<file path="src/source/core_pkg.sv">
// ISA types for the scalar core: words, register indices, opcodes, ALU ops, instruction formats
`default_nettype none

package core_pkg;

    typedef logic [31:0] word_t;
    typedef logic [3:0]  reg_idx_t;

    localparam int       NUM_REGS    = 16;
    localparam reg_idx_t REG_ZERO    = 4'd0;
    localparam word_t    INSTR_BYTES = 32'd4;

    // instruction classes in bits [31:28]
    // branch and jal targets are pc + imm, imm being a byte offset
    typedef enum logic [3:0] {
        OP_ALU  = 4'h0,
        OP_ADDI = 4'h1,
        OP_LW   = 4'h2,
        OP_SW   = 4'h3,
        OP_BEQ  = 4'h4,
        OP_BNE  = 4'h5,
        OP_JAL  = 4'h6,
        OP_HALT = 4'hf
    } opcode_t;

    // alu function, low bits of the r-type function field
    typedef enum logic [2:0] {
        ALU_ADD = 3'd0,
        ALU_SUB = 3'd1,
        ALU_AND = 3'd2,
        ALU_OR  = 3'd3,
        ALU_XOR = 3'd4,
        ALU_SLT = 3'd5
    } alu_op_t;

    // rd = rs1 op rs2
    typedef struct packed {
        opcode_t     opcode;
        reg_idx_t    rd;
        reg_idx_t    rs1;
        reg_idx_t    rs2;
        logic [12:0] pad;
        alu_op_t     alu_op;
    } r_fmt_t;

    // addi, lw, sw, beq, bne, jal
    // stores and branches use rd as the second source register
    typedef struct packed {
        opcode_t            opcode;
        reg_idx_t           rd;
        reg_idx_t           rs1;
        logic signed [19:0] imm;
    } i_fmt_t;

    // same 32-bit word seen through either format
    typedef union packed {
        r_fmt_t r;
        i_fmt_t i;
    } instr_u;

endpackage

`default_nettype wire

</file>
<file path="src/source/execute.sv">
// execute: ALU, branch resolution, load/store sequencing and writeback result select
`timescale 1ns/1ps
`default_nettype none

module execute (
    input  logic               CLK,
    input  logic               nrst,
    input  logic               issue_valid,
    input  core_pkg::opcode_t  issue_op,
    input  core_pkg::alu_op_t  alu_op,
    input  core_pkg::reg_idx_t rd,
    input  core_pkg::word_t    rdat1,
    input  core_pkg::word_t    rdat2,
    input  core_pkg::word_t    imm,
    input  core_pkg::word_t    issue_pc,
    input  logic               dhit,
    input  core_pkg::word_t    dmem_load,
    output logic               dmem_ren,
    output logic               dmem_wen,
    output core_pkg::word_t    dmem_addr,
    output core_pkg::word_t    dmem_store,
    output logic               ex_busy,
    output logic               redirect,
    output core_pkg::word_t    redirect_pc,
    output logic               wb_en,
    output core_pkg::reg_idx_t wb_sel,
    output core_pkg::word_t    wb_data
);
    import core_pkg::*;

    word_t    alu_b;
    word_t    alu_y;
    word_t    link;
    logic     is_mem;
    logic     mem_start;
    logic     ren_q;
    logic     wen_q;
    word_t    addr_q;
    word_t    store_q;
    reg_idx_t load_rd_q;
    logic     load_done;

    // addi, lw and sw take the immediate as second operand
    assign alu_b = (issue_op == OP_ALU) ? rdat2 : imm;

    always_comb begin
        case (alu_op)
            ALU_SUB: alu_y = rdat1 - alu_b;
            ALU_AND: alu_y = rdat1 & alu_b;
            ALU_OR:  alu_y = rdat1 | alu_b;
            ALU_XOR: alu_y = rdat1 ^ alu_b;
            ALU_SLT: alu_y = {31'b0, $signed(rdat1) < $signed(alu_b)};
            default: alu_y = rdat1 + alu_b;
        endcase
    end

    // not-taken prediction, so any taken branch or jal is a miss
    assign redirect    = issue_valid && ((issue_op == OP_BEQ && rdat1 == rdat2) ||
                                         (issue_op == OP_BNE && rdat1 != rdat2) ||
                                         (issue_op == OP_JAL));
    assign redirect_pc = issue_pc + imm;
    assign link        = issue_pc + INSTR_BYTES;

    assign is_mem    = issue_op == OP_LW || issue_op == OP_SW;
    assign mem_start = issue_valid && is_mem;
    assign load_done = ren_q && dhit;
    assign ex_busy   = mem_start || ((ren_q || wen_q) && !dhit);

    assign dmem_ren   = ren_q;
    assign dmem_wen   = wen_q;
    assign dmem_addr  = addr_q;
    assign dmem_store = store_q;

    always_ff @(posedge CLK, negedge nrst) begin
        if (!nrst) begin
            ren_q <= 1'b0;
            wen_q <= 1'b0;
        end else if (mem_start) begin
            ren_q <= issue_op == OP_LW;
            wen_q <= issue_op == OP_SW;
        end else if (dhit) begin
            ren_q <= 1'b0;
            wen_q <= 1'b0;
        end
    end

    always_ff @(posedge CLK) begin
        if (mem_start) begin
            addr_q    <= alu_y;
            store_q   <= rdat2;
            load_rd_q <= rd;
        end
    end

    // a load return never meets an issuing alu op
    always_comb begin
        wb_en   = 1'b0;
        wb_sel  = rd;
        wb_data = alu_y;
        if (load_done) begin
            wb_en   = 1'b1;
            wb_sel  = load_rd_q;
            wb_data = dmem_load;
        end else if (issue_valid && issue_op == OP_JAL) begin
            wb_en   = 1'b1;
            wb_data = link;
        end else if (issue_valid && (issue_op == OP_ALU || issue_op == OP_ADDI)) begin
            wb_en   = 1'b1;
        end
    end

    a_mem_exclusive: assert property (@(posedge CLK) disable iff (!nrst)
        !(dmem_ren && dmem_wen));

    a_mem_req_stable: assert property (@(posedge CLK) disable iff (!nrst)
        (dmem_ren || dmem_wen) && !dhit |=> $stable(dmem_addr) && $stable(dmem_store));

endmodule

`default_nettype wire

</file>
<file path="src/source/fetch_stage.sv">
// fetch stage: program counter, instruction memory request, redirect and freeze handling
`timescale 1ns/1ps
`default_nettype none

module fetch_stage #(
    parameter core_pkg::word_t RESET_PC = '0
) (
    input  logic            CLK,
    input  logic            nrst,
    input  logic            ihit,
    input  core_pkg::word_t imem_load,
    input  logic            freeze,
    input  logic            redirect,
    input  core_pkg::word_t redirect_pc,
    output logic            imem_ren,
    output core_pkg::word_t imem_addr,
    output core_pkg::word_t instr,
    output core_pkg::word_t pc,
    output logic            fetch_valid
);
    import core_pkg::*;

    word_t pc_q;
    word_t addr_q;
    logic  ren_q;
    logic  drop_q;
    logic  hit;
    logic  start;
    logic  buf_valid;
    word_t buf_instr;
    word_t buf_pc;

    assign hit         = ihit && ren_q;
    assign fetch_valid = buf_valid && !freeze;
    // one request at a time, buffer drains in the same cycle when not frozen
    assign start       = !redirect && !freeze && !ren_q;

    assign imem_ren  = ren_q;
    assign imem_addr = addr_q;
    assign instr     = buf_instr;
    assign pc        = buf_pc;

    always_ff @(posedge CLK, negedge nrst) begin
        if (!nrst) begin
            pc_q      <= RESET_PC;
            addr_q    <= RESET_PC;
            ren_q     <= 1'b0;
            drop_q    <= 1'b0;
            buf_valid <= 1'b0;
        end else begin
            if (redirect) begin
                pc_q <= redirect_pc;
            end else if (hit && !drop_q) begin
                pc_q <= pc_q + INSTR_BYTES;
            end

            if (start) begin
                ren_q  <= 1'b1;
                addr_q <= pc_q;
            end else if (hit) begin
                ren_q <= 1'b0;
            end

            // wrong-path word still in flight, let it land and forget it
            if (redirect && ren_q && !ihit) begin
                drop_q <= 1'b1;
            end else if (hit) begin
                drop_q <= 1'b0;
            end

            if (redirect) begin
                buf_valid <= 1'b0;
            end else if (hit && !drop_q) begin
                buf_valid <= 1'b1;
            end else if (fetch_valid) begin
                buf_valid <= 1'b0;
            end
        end
    end

    always_ff @(posedge CLK) begin
        if (hit && !drop_q && !redirect) begin
            buf_instr <= imem_load;
            buf_pc    <= addr_q;
        end
    end

    a_pc_aligned: assert property (@(posedge CLK) disable iff (!nrst)
        pc_q[1:0] == 2'b00);

endmodule

`default_nettype wire

</file>
<file path="src/source/sc_datapath.sv">
// top level: fetch, scoreboard and execute with the fetch and writeback latches
`timescale 1ns/1ps
`default_nettype none

module sc_datapath #(
    parameter core_pkg::word_t RESET_PC = '0
) (
    input  logic            CLK,
    input  logic            nrst,
    output logic            imem_ren,
    output core_pkg::word_t imem_addr,
    input  logic            ihit,
    input  core_pkg::word_t imem_load,
    output logic            dmem_ren,
    output logic            dmem_wen,
    output core_pkg::word_t dmem_addr,
    output core_pkg::word_t dmem_store,
    input  logic            dhit,
    input  core_pkg::word_t dmem_load,
    output logic            halt
);
    import core_pkg::*;

    word_t    f_instr;
    word_t    f_pc;
    logic     f_valid;

    // fetch latch
    logic     fl_valid;
    word_t    fl_instr;
    word_t    fl_pc;

    logic     freeze;
    logic     issue_valid;
    opcode_t  issue_op;
    alu_op_t  alu_op;
    reg_idx_t rd;
    word_t    rdat1;
    word_t    rdat2;
    word_t    imm;
    word_t    issue_pc;

    logic     ex_busy;
    logic     redirect;
    word_t    redirect_pc;
    logic     ex_wb_en;
    reg_idx_t ex_wb_sel;
    word_t    ex_wb_data;

    // writeback latch
    logic     wb_en_q;
    reg_idx_t wb_sel_q;
    word_t    wb_data_q;

    fetch_stage #(
        .RESET_PC (RESET_PC)
    ) u_fetch (
        .CLK         (CLK),
        .nrst        (nrst),
        .ihit        (ihit),
        .imem_load   (imem_load),
        .freeze      (freeze),
        .redirect    (redirect),
        .redirect_pc (redirect_pc),
        .imem_ren    (imem_ren),
        .imem_addr   (imem_addr),
        .instr       (f_instr),
        .pc          (f_pc),
        .fetch_valid (f_valid)
    );

    scoreboard u_sb (
        .CLK         (CLK),
        .nrst        (nrst),
        .fetch_instr (fl_instr),
        .fetch_valid (fl_valid),
        .fetch_pc    (fl_pc),
        .redirect    (redirect),
        .ex_busy     (ex_busy),
        .wb_en       (wb_en_q),
        .wb_sel      (wb_sel_q),
        .wb_data     (wb_data_q),
        .freeze      (freeze),
        .halt        (halt),
        .issue_valid (issue_valid),
        .issue_op    (issue_op),
        .alu_op      (alu_op),
        .rd          (rd),
        .rdat1       (rdat1),
        .rdat2       (rdat2),
        .imm         (imm),
        .issue_pc    (issue_pc)
    );

    execute u_ex (
        .CLK         (CLK),
        .nrst        (nrst),
        .issue_valid (issue_valid),
        .issue_op    (issue_op),
        .alu_op      (alu_op),
        .rd          (rd),
        .rdat1       (rdat1),
        .rdat2       (rdat2),
        .imm         (imm),
        .issue_pc    (issue_pc),
        .dhit        (dhit),
        .dmem_load   (dmem_load),
        .dmem_ren    (dmem_ren),
        .dmem_wen    (dmem_wen),
        .dmem_addr   (dmem_addr),
        .dmem_store  (dmem_store),
        .ex_busy     (ex_busy),
        .redirect    (redirect),
        .redirect_pc (redirect_pc),
        .wb_en       (ex_wb_en),
        .wb_sel      (ex_wb_sel),
        .wb_data     (ex_wb_data)
    );

    always_ff @(posedge CLK, negedge nrst) begin
        if (!nrst) begin
            fl_valid <= 1'b0;
            wb_en_q  <= 1'b0;
        end else begin
            // flush on a miss, hold under freeze
            if (redirect) begin
                fl_valid <= 1'b0;
            end else if (!freeze) begin
                fl_valid <= f_valid;
            end
            // jal link must survive its own redirect
            wb_en_q <= ex_wb_en;
        end
    end

    always_ff @(posedge CLK) begin
        if (!freeze) begin
            fl_instr <= f_instr;
            fl_pc    <= f_pc;
        end
        wb_sel_q  <= ex_wb_sel;
        wb_data_q <= ex_wb_data;
    end

endmodule

`default_nettype wire

</file>
<file path="src/source/scoreboard.sv">
// scoreboard: decode, register file, busy bits, hazard stall and issue register
`timescale 1ns/1ps
`default_nettype none

module scoreboard (
    input  logic               CLK,
    input  logic               nrst,
    input  core_pkg::word_t    fetch_instr,
    input  logic               fetch_valid,
    input  core_pkg::word_t    fetch_pc,
    input  logic               redirect,
    input  logic               ex_busy,
    input  logic               wb_en,
    input  core_pkg::reg_idx_t wb_sel,
    input  core_pkg::word_t    wb_data,
    output logic               freeze,
    output logic               halt,
    output logic               issue_valid,
    output core_pkg::opcode_t  issue_op,
    output core_pkg::alu_op_t  alu_op,
    output core_pkg::reg_idx_t rd,
    output core_pkg::word_t    rdat1,
    output core_pkg::word_t    rdat2,
    output core_pkg::word_t    imm,
    output core_pkg::word_t    issue_pc
);
    import core_pkg::*;

    localparam logic [NUM_REGS-1:0] ONE_HOT = {{(NUM_REGS-1){1'b0}}, 1'b1};

    instr_u              dec;
    opcode_t             op;
    reg_idx_t            src1;
    reg_idx_t            src2;
    reg_idx_t            dst;
    logic                use1;
    logic                use2;
    logic                writes;
    word_t               val1;
    word_t               val2;
    logic [NUM_REGS-1:0] busy_q;
    logic [NUM_REGS-1:0] wb_mask;
    logic [NUM_REGS-1:0] busy_now;
    logic                hazard;
    logic                issue_go;
    logic                halt_q;
    word_t               regs [NUM_REGS];

    assign dec  = fetch_instr;
    assign op   = dec.r.opcode;
    assign src1 = dec.r.rs1;
    assign dst  = dec.r.rd;
    // second source sits in rs2 for r-type, in the rd slot otherwise
    assign src2 = (op == OP_ALU) ? dec.r.rs2 : dec.i.rd;

    always_comb begin
        use1   = 1'b0;
        use2   = 1'b0;
        writes = 1'b0;
        case (op)
            OP_ALU:         begin use1 = 1'b1; use2 = 1'b1; writes = 1'b1; end
            OP_ADDI, OP_LW: begin use1 = 1'b1; writes = 1'b1; end
            OP_SW, OP_BEQ,
            OP_BNE:         begin use1 = 1'b1; use2 = 1'b1; end
            OP_JAL:         writes = 1'b1;
            default:        ;
        endcase
        if (dst == REG_ZERO) begin
            writes = 1'b0;
        end
    end

    // register read with same-cycle writeback forwarding
    assign val1 = (src1 == REG_ZERO) ? '0 :
                  (wb_en && wb_sel == src1) ? wb_data : regs[src1];
    assign val2 = (src2 == REG_ZERO) ? '0 :
                  (wb_en && wb_sel == src2) ? wb_data : regs[src2];

    assign wb_mask  = wb_en ? (ONE_HOT << wb_sel) : '0;
    assign busy_now = busy_q & ~wb_mask;

    // raw on either source, waw on the destination
    assign hazard = fetch_valid && ((use1 && busy_now[src1]) ||
                                    (use2 && busy_now[src2]) ||
                                    (writes && busy_now[dst]));

    assign freeze   = hazard || ex_busy || halt_q;
    assign issue_go = fetch_valid && !freeze && !redirect;
    assign halt     = halt_q;

    always_ff @(posedge CLK, negedge nrst) begin
        if (!nrst) begin
            busy_q      <= '0;
            issue_valid <= 1'b0;
            halt_q      <= 1'b0;
            regs        <= '{default: '0};
        end else begin
            busy_q      <= busy_now | ((issue_go && writes) ? (ONE_HOT << dst) : '0);
            issue_valid <= issue_go;
            if (issue_go && op == OP_HALT) begin
                halt_q <= 1'b1;
            end
            if (wb_en && wb_sel != REG_ZERO) begin
                regs[wb_sel] <= wb_data;
            end
        end
    end

    // issue register payload
    always_ff @(posedge CLK) begin
        if (issue_go) begin
            issue_op <= op;
            alu_op   <= (op == OP_ALU) ? dec.r.alu_op : ALU_ADD;
            rd       <= writes ? dst : REG_ZERO;
            rdat1    <= val1;
            rdat2    <= val2;
            imm      <= {{12{dec.i.imm[19]}}, dec.i.imm};
            issue_pc <= fetch_pc;
        end
    end

    // a frozen instruction is not consumed and waits in the fetch latch
    a_frozen_held: assert property (@(posedge CLK) disable iff (!nrst)
        freeze && fetch_valid && !redirect |=> fetch_valid && $stable(fetch_instr));

    a_r0_not_busy: assert property (@(posedge CLK) disable iff (!nrst)
        !busy_q[0]);

endmodule

`default_nettype wire

</file>
<file path="config.mk">
export PLATFORM = sky130hd
export DESIGN_NAME = sc_datapath
export DESIGN_NICKNAME = d
export VERILOG_FILES = /design/src/source/core_pkg.sv /design/src/source/execute.sv /design/src/source/fetch_stage.sv /design/src/source/sc_datapath.sv /design/src/source/scoreboard.sv
export SDC_FILE = /design/constraint.sdc
export NUM_CORES = 2
export LEC_CHECK = 0
export ABC_CLOCK_PERIOD_IN_PS = 26500
export BUFFER_PORTS_ARGS = -buffer_cell sky130_fd_sc_hd__buf_2
export CORE_ASPECT_RATIO = 0.9
export CORE_MARGIN = 2
export CORE_UTILIZATION = 60
export CTS_CLUSTER_DIAMETER = 120
export CTS_CLUSTER_SIZE = 8
export DETAILED_ROUTE_END_ITERATION = 8
export PLACE_DENSITY = 0.86
export SETUP_SLACK_MARGIN = 0.3
export SLEW_MARGIN = 25
export SYNTH_ARGS = -nofsm -noshare
export SYNTH_HDL_FRONTEND = slang
export SYNTH_HIERARCHICAL = 1
export SYNTH_SLANG_ARGS = --single-unit
</file>
<file path="constraint.sdc">
create_clock -name CLK -period 26.5 [get_ports CLK]
set_clock_uncertainty 0.2 [all_clocks]
set_input_delay 2.65 -clock CLK [delete_from_list [all_inputs] [get_ports CLK]]
set_output_delay 2.65 -clock CLK [all_outputs]
set_load 0.05 [all_outputs]
</file>
Yosys cells after proc, flatten, opt, wreduce, memory -nomap -nowiden
Index checks and enable logic that the tools add are counted.

Register bits: 960. Input port bits: 68. Word-level logic and storage cells: 194.

$add $sub $neg: 5. Order comparisons: 8. Equal/unequal tests: 23. Shift operators: 2. Multiplexer cells: 45. Bitwise gates (word level): 9. Reductions and logical operators: 58.

Operators with widths (number): $bwmux 512 (1); $mux 32 (12); $bmux 32 s4 (2); $pmux 32 s5 (1); $demux 32 s4 (1); $add 32x3->32 const B (2); $add 32x32->32 (2); $and 32x32->32 (1); $eq 32x32->1 (1); $lt 32x32->1 (1); $mux 16 (2); $ne 32x32->1 (1); $or 32x32->32 (1); $shl 1x4->16 const A (2); $sub 32x32->32 (1); $xor 32x32->32 (1); $logic_and 1x1->1 (28); $eq 4x3->1 const B (6); $mux 1 (21); $logic_not 4->1 (5); $and 16x16->16 (1); $eq 4x2->1 const B (4); $not 16->16 (1); $or 16x16->16 (1); other kinds (20) (51).

Logic depth before layout (Yosys ltp)
Depth in word-level cells: 18. Gate-level depth with buffers: 18. Gate-level depth less buffers: 15.

By module
Netlist, hierarchy kept.

Modules (own cells, without submodules): scoreboard (times used 1, cells each 2296, area each 32788.9 µm², sequential area each 17076.4 µm²); execute (times used 1, cells each 1467, area each 11300.8 µm², sequential area each 2092.0 µm²); fetch_stage (times used 1, cells each 350, area each 5057.4 µm², sequential area each 3598.5 µm²); sc_datapath (times used 1, cells each 105, area each 2710.1 µm², sequential area each 2692.6 µm²).

Worst setup path before layout
No wires, ideal clock.

Kind: input to register. Start: in dhit. End: reg u_sb.issue_valid. Library setup time: 0.684 ns. Arrival time: 8.781 ns. Slack: 16.835 ns. Stages: 3. Cell sequence: o21ai_0 -> or4b_2 -> nor2_1.

Cells in the longest elaborated chain, start to end: 8.

RTL lines: start, declared (line sc_datapath.sv:18) `input logic dhit,`; $logic_not 1->1 (line execute.sv:67) `assign ex_busy = mem_start || ((ren_q || wen_q) && !dhit);`; $logic_and 1x1->1 (line execute.sv:67); $logic_or 1x1->1 (line execute.sv:67); $logic_or 1x1->1 (2 in a row) (line scoreboard.sv:87) `assign freeze = hazard || ex_busy || halt_q;`; $logic_not 1->1 (line scoreboard.sv:88) `assign issue_go = fetch_valid && !freeze && !redirect;`; $logic_and 1x1->1 (2 in a row) (line scoreboard.sv:88); net u_sb.issue_go (line scoreboard.sv:45) `logic issue_go;`; end signal, assigned (line scoreboard.sv:99) `issue_valid <= issue_go;`; end, declared (line scoreboard.sv:18) `output logic issue_valid,`.

The timed path passes the listed nets, and every way through them passes these cells. A chain may end at the register's enable or synchronous reset.

Worst setup path after layout
Start: reg fl_instr[29]. End: reg fl_pc[29], enable pin.

Cells in the longest elaborated chain, start to end: 10. Elaborated cells between the ends (all ways): 25.

RTL lines: start, declared (line sc_datapath.sv:30) `word_t fl_instr;`; start signal, assigned (line sc_datapath.sv:138) `fl_instr <= f_instr;`; $logic_not 4->1 (line scoreboard.sv:54, scoreboard.sv:60); $mux 4 (line scoreboard.sv:54) `assign src2 = (op == OP_ALU) ? dec.r.rs2 : dec.i.rd;`; $bmux 1 s4 (line scoreboard.sv:84) `(use2 && busy_now[src2]) ||`; $mux 1 (implied by the code) (line scoreboard.sv:84); $logic_and 1x1->1 (line scoreboard.sv:84); $logic_or 1x1->1 (line scoreboard.sv:83) `assign hazard = fetch_valid && ((use1 && busy_now[src1]) ||`; $logic_or 1x1->1 * (line scoreboard.sv:84); $logic_and 1x1->1 * (line scoreboard.sv:83); $logic_or 1x1->1 * (2 in a row) (line scoreboard.sv:87); net freeze (line sc_datapath.sv:33) `logic freeze;`; end signal, assigned (line sc_datapath.sv:139) `fl_pc <= f_pc;`; end, declared (line sc_datapath.sv:31) `word_t fl_pc;`.

The timed path passes the listed nets; every way through them passes the cells marked *. The select of a mux whose other input is x is not followed.

==> results_dict.tcl <==
set metrics [dict create \
    r2r_cells 13 \
    antenna_left 0 \
    p_leak_nw 24.18 \
    min_path_type "reg2reg" \
    period_minus_slack_ns 6.104 \
    cts.hold.buffers_added 0 \
    path_clk_slew_ns 0.05 \
    worst_ep_required_time_ns 26.66 \
    cts_tree "yes" \
    hpwl_um 98160 \
    die-area_sq_um 88800 \
    regMostFlops "u_sb/regs" \
    ys_warn_count 6 \
    yosys-top-cells-count "601 x dfrtp_1, 514 x mux2_2, 474 x nand2_1, 323 x edfxtp_1, 282 x mux4_2" \
    violations "DRC" \
    synth.largest_area_cell "dfrtp_1" \
    ir_worst_vdd_uv 142.0 \
    gp_congestion 0.9907 \
    coreArea_sq_um 85890 \
    synth_enable_flop_cells 323 \
    nets 4465 \
    syn-num-nets 4419 \
    netlist_instances 4218 \
    start_util_pct 60.38 \
    combPwrFrac_pct 40.0 \
    start_kind "flip-flop" \
    pin_count 168 \
    seq_power_share_pct 36.3 \
    drc 1 \
    critPathMaxFanout 64 \
    clock_latency_ns 0.75 \
    drive_above_1_share_pct 29.30 \
    p_clk_share_pct 23.7 \
    vias 38461 \
    drtPass1Iterations 9 \
    setup_tns_ns 0 \
    drv_slew 0 \
    synth_cell_types 107 \
    post_cts_buffers 0 \
    startpoint "fl_instr[29]" \
    hold_violations 0 \
    final.fill_count 5787 \
    overflow 0 \
    max_freq_mhz 163.8 \
    critPathKind "reg2reg" \
    whs_ns 0.1952 \
    worstPathArrival_ns 6.27 \
    power.total_mw 6.866 \
    rows 102 \
    wl_met2_um 70380 \
    yosysTopAreaCellShare_pct 29.00 \
    die_x_um 313.9 \
    antenna_found_initial 6 \
    place_area_sq_um 53460 \
    routed_wl_um 156200 \
    swShare_pct 40.35 \
    grt_pass1_vias 38353 \
    setup_viol 0 \
    timing.final.crit_share_pct 23.03 \
    cts_buffer_depth 3 \
    final_area_sq_um 57430 \
    min-delay-start "u_sb/regs[483]" \
    synthToLayoutAreaGrowth_pct 10.74 \
    port_buffers 167 \
    relSlewSlack_pct 29.90 \
    regArea_sq_um 25460 \
    internal_power_mw 4.096 \
    vias_per_cell 7.020 \
    die-height_um 282.9 \
    hold_depth 0 \
    wl_met3_um 19500 \
    top_layer "met5" \
    clock_sinks 960 \
    drt-met1-wl_um 57830 \
    numCtsBuffers 137 \
    largest_register_ffs 512 \
    grt_setup_unrepaired "false" \
    r2r-start "fl_instr[29]" \
    p_per_area_nw_per_um2 119.6 \
    outcome "finished with violations" \
    drv_cap 0 \
    synth_most_common_cell "dfrtp_1" \
    ctsRootBufferMaster "clkbuf_16" \
    tightest_slew_ns 1.040 \
    synthesis.area_sq_um 51860 \
    grt_max_degree 106 \
    seq_area_frac_synth_pct 49.10 \
    ys_ff_latch 960 \
    async_reset_ff_share_pct 62.60 \
    cts_max_level 4 \
    grt_first_pass_wirelength_um 236100 \
    cts_resized 0 \
    end_kind "flip-flop" \
    synthFlopType "dfrtp_1" \
    post_drt_wl_per_cell_um 28.51 \
    track_usage_pct 35.07 \
    dr.first_iter.drc_count 6203 \
    switchingPower_mw 2.770 \
    syn_avg_cell_area_sq_um 12.29 \
    multiInputGateArea_sq_um 24680 \
    synthTopCellsByArea "dfrtp_1 29%, edfxtp_1 19%, mux4_2 12%" \
]
==> cell families after synthesis <==
group	synth area share (%)
flip-flops	49.10
AND/OR/NAND/NOR	8.327
multiplexers	24.00
AO/OA/AOI/OAI	9.579
buffers and inverters	3.653
adder cells (fa/ha/maj)	3.252
XOR/XNOR	2.094
==> placed cells by master, fill, tap and decap left out, drive strengths merged, types with 23 or more instances in the layout <==
cell type	instances
a211oi	27
a21o	38
a21oi	206
a31oi	38
and3	23
buf	238
clkbuf	194
dfrtp	601
dfxtp	36
edfxtp	323
ha	130
inv	143
mux2	516
mux2i	28
mux4	282
nand2	474
nand3	70
nand4	28
nor2	179
nor2b	24
nor3	24
o211ai	24
o21ai	176
o21bai	23
o22ai	46
o31ai	43
xnor2	94
xor2	30
==> area by class of cell <==
cell class | instances | share of cell area [%]
sequential | 960 | 44.33
multi-input combinational | 2791 | 42.98
clock buffer | 194 | 6.453
timing repair buffer | 238 | 2.510
tap | 1144 | 2.492
inverter | 136 | 0.8889
clock inverter | 12 | 0.3246
antenna | 4 | 0.01743
==> worst max-delay path, stage by stage, from the launching register on <==
cell	delay, ns
edfxtp_1	0.51
nor4_4	0.32
buf_4	0.29
mux2i_4	0.26
buf_4	0.82
and2_1	0.78
o2111ai_1	0.24
nand3_1	0.19
o41ai_4	0.08
buf_4	0.21
a31o_1	0.26
a211o_1	0.41
inv_2	0.49
buf_4	0.59
==> routing by layer <==
metal  GRT usage [%]  vias to the layer above
li1                -                    15756
met1           47.71                    19187
met2           52.24                     2925
met3           9.750                      587
met4           17.25                        6
met5               0                        -
==> metrics by stage <==
| step | worst slack (ns) | cells | util [%] |
|---|---|---|---|
| after detailed placement | 20.16 | 5267 | 62.24 |
| after floorplan | 16.83 | 4218 | - |
| after global routing | 20.24 | 5478 | 66.86 |
| final | 20.40 | 5479 | 66.86 |
| after global placement | 20.20 | 5267 | 62.24 |
| after CTS | 20.53 | 5473 | 66.77 |
==> path summary, 6_finish.rpt <==
check	slack, ns	endpoint
worst max-delay path	20.40	fl_pc[29]
worst min-delay path	0.20	u_sb/regs[483]
worst max register to register	20.40	fl_pc[29]
worst min register to register	0.20	u_sb/regs[483]
max in group asynchronous	21.56	u_sb/regs[124]
min in group asynchronous	1.73	u_sb/regs[34]
==> power groups by stage <==
stage | Clock, mW | Combinational, mW | Sequential, mW
finish | 1.62 | 2.75 | 2.49
global route | 1.70 | 2.90 | 2.53
CTS | 1.63 | 2.67 | 2.47
detailed placement | 0 | 2.63 | 2.48
global placement | 0 | 2.56 | 2.45
floorplan | 0 | 1.96 | 2.34
No activity file was read; power rests on OpenSTA's default activity.
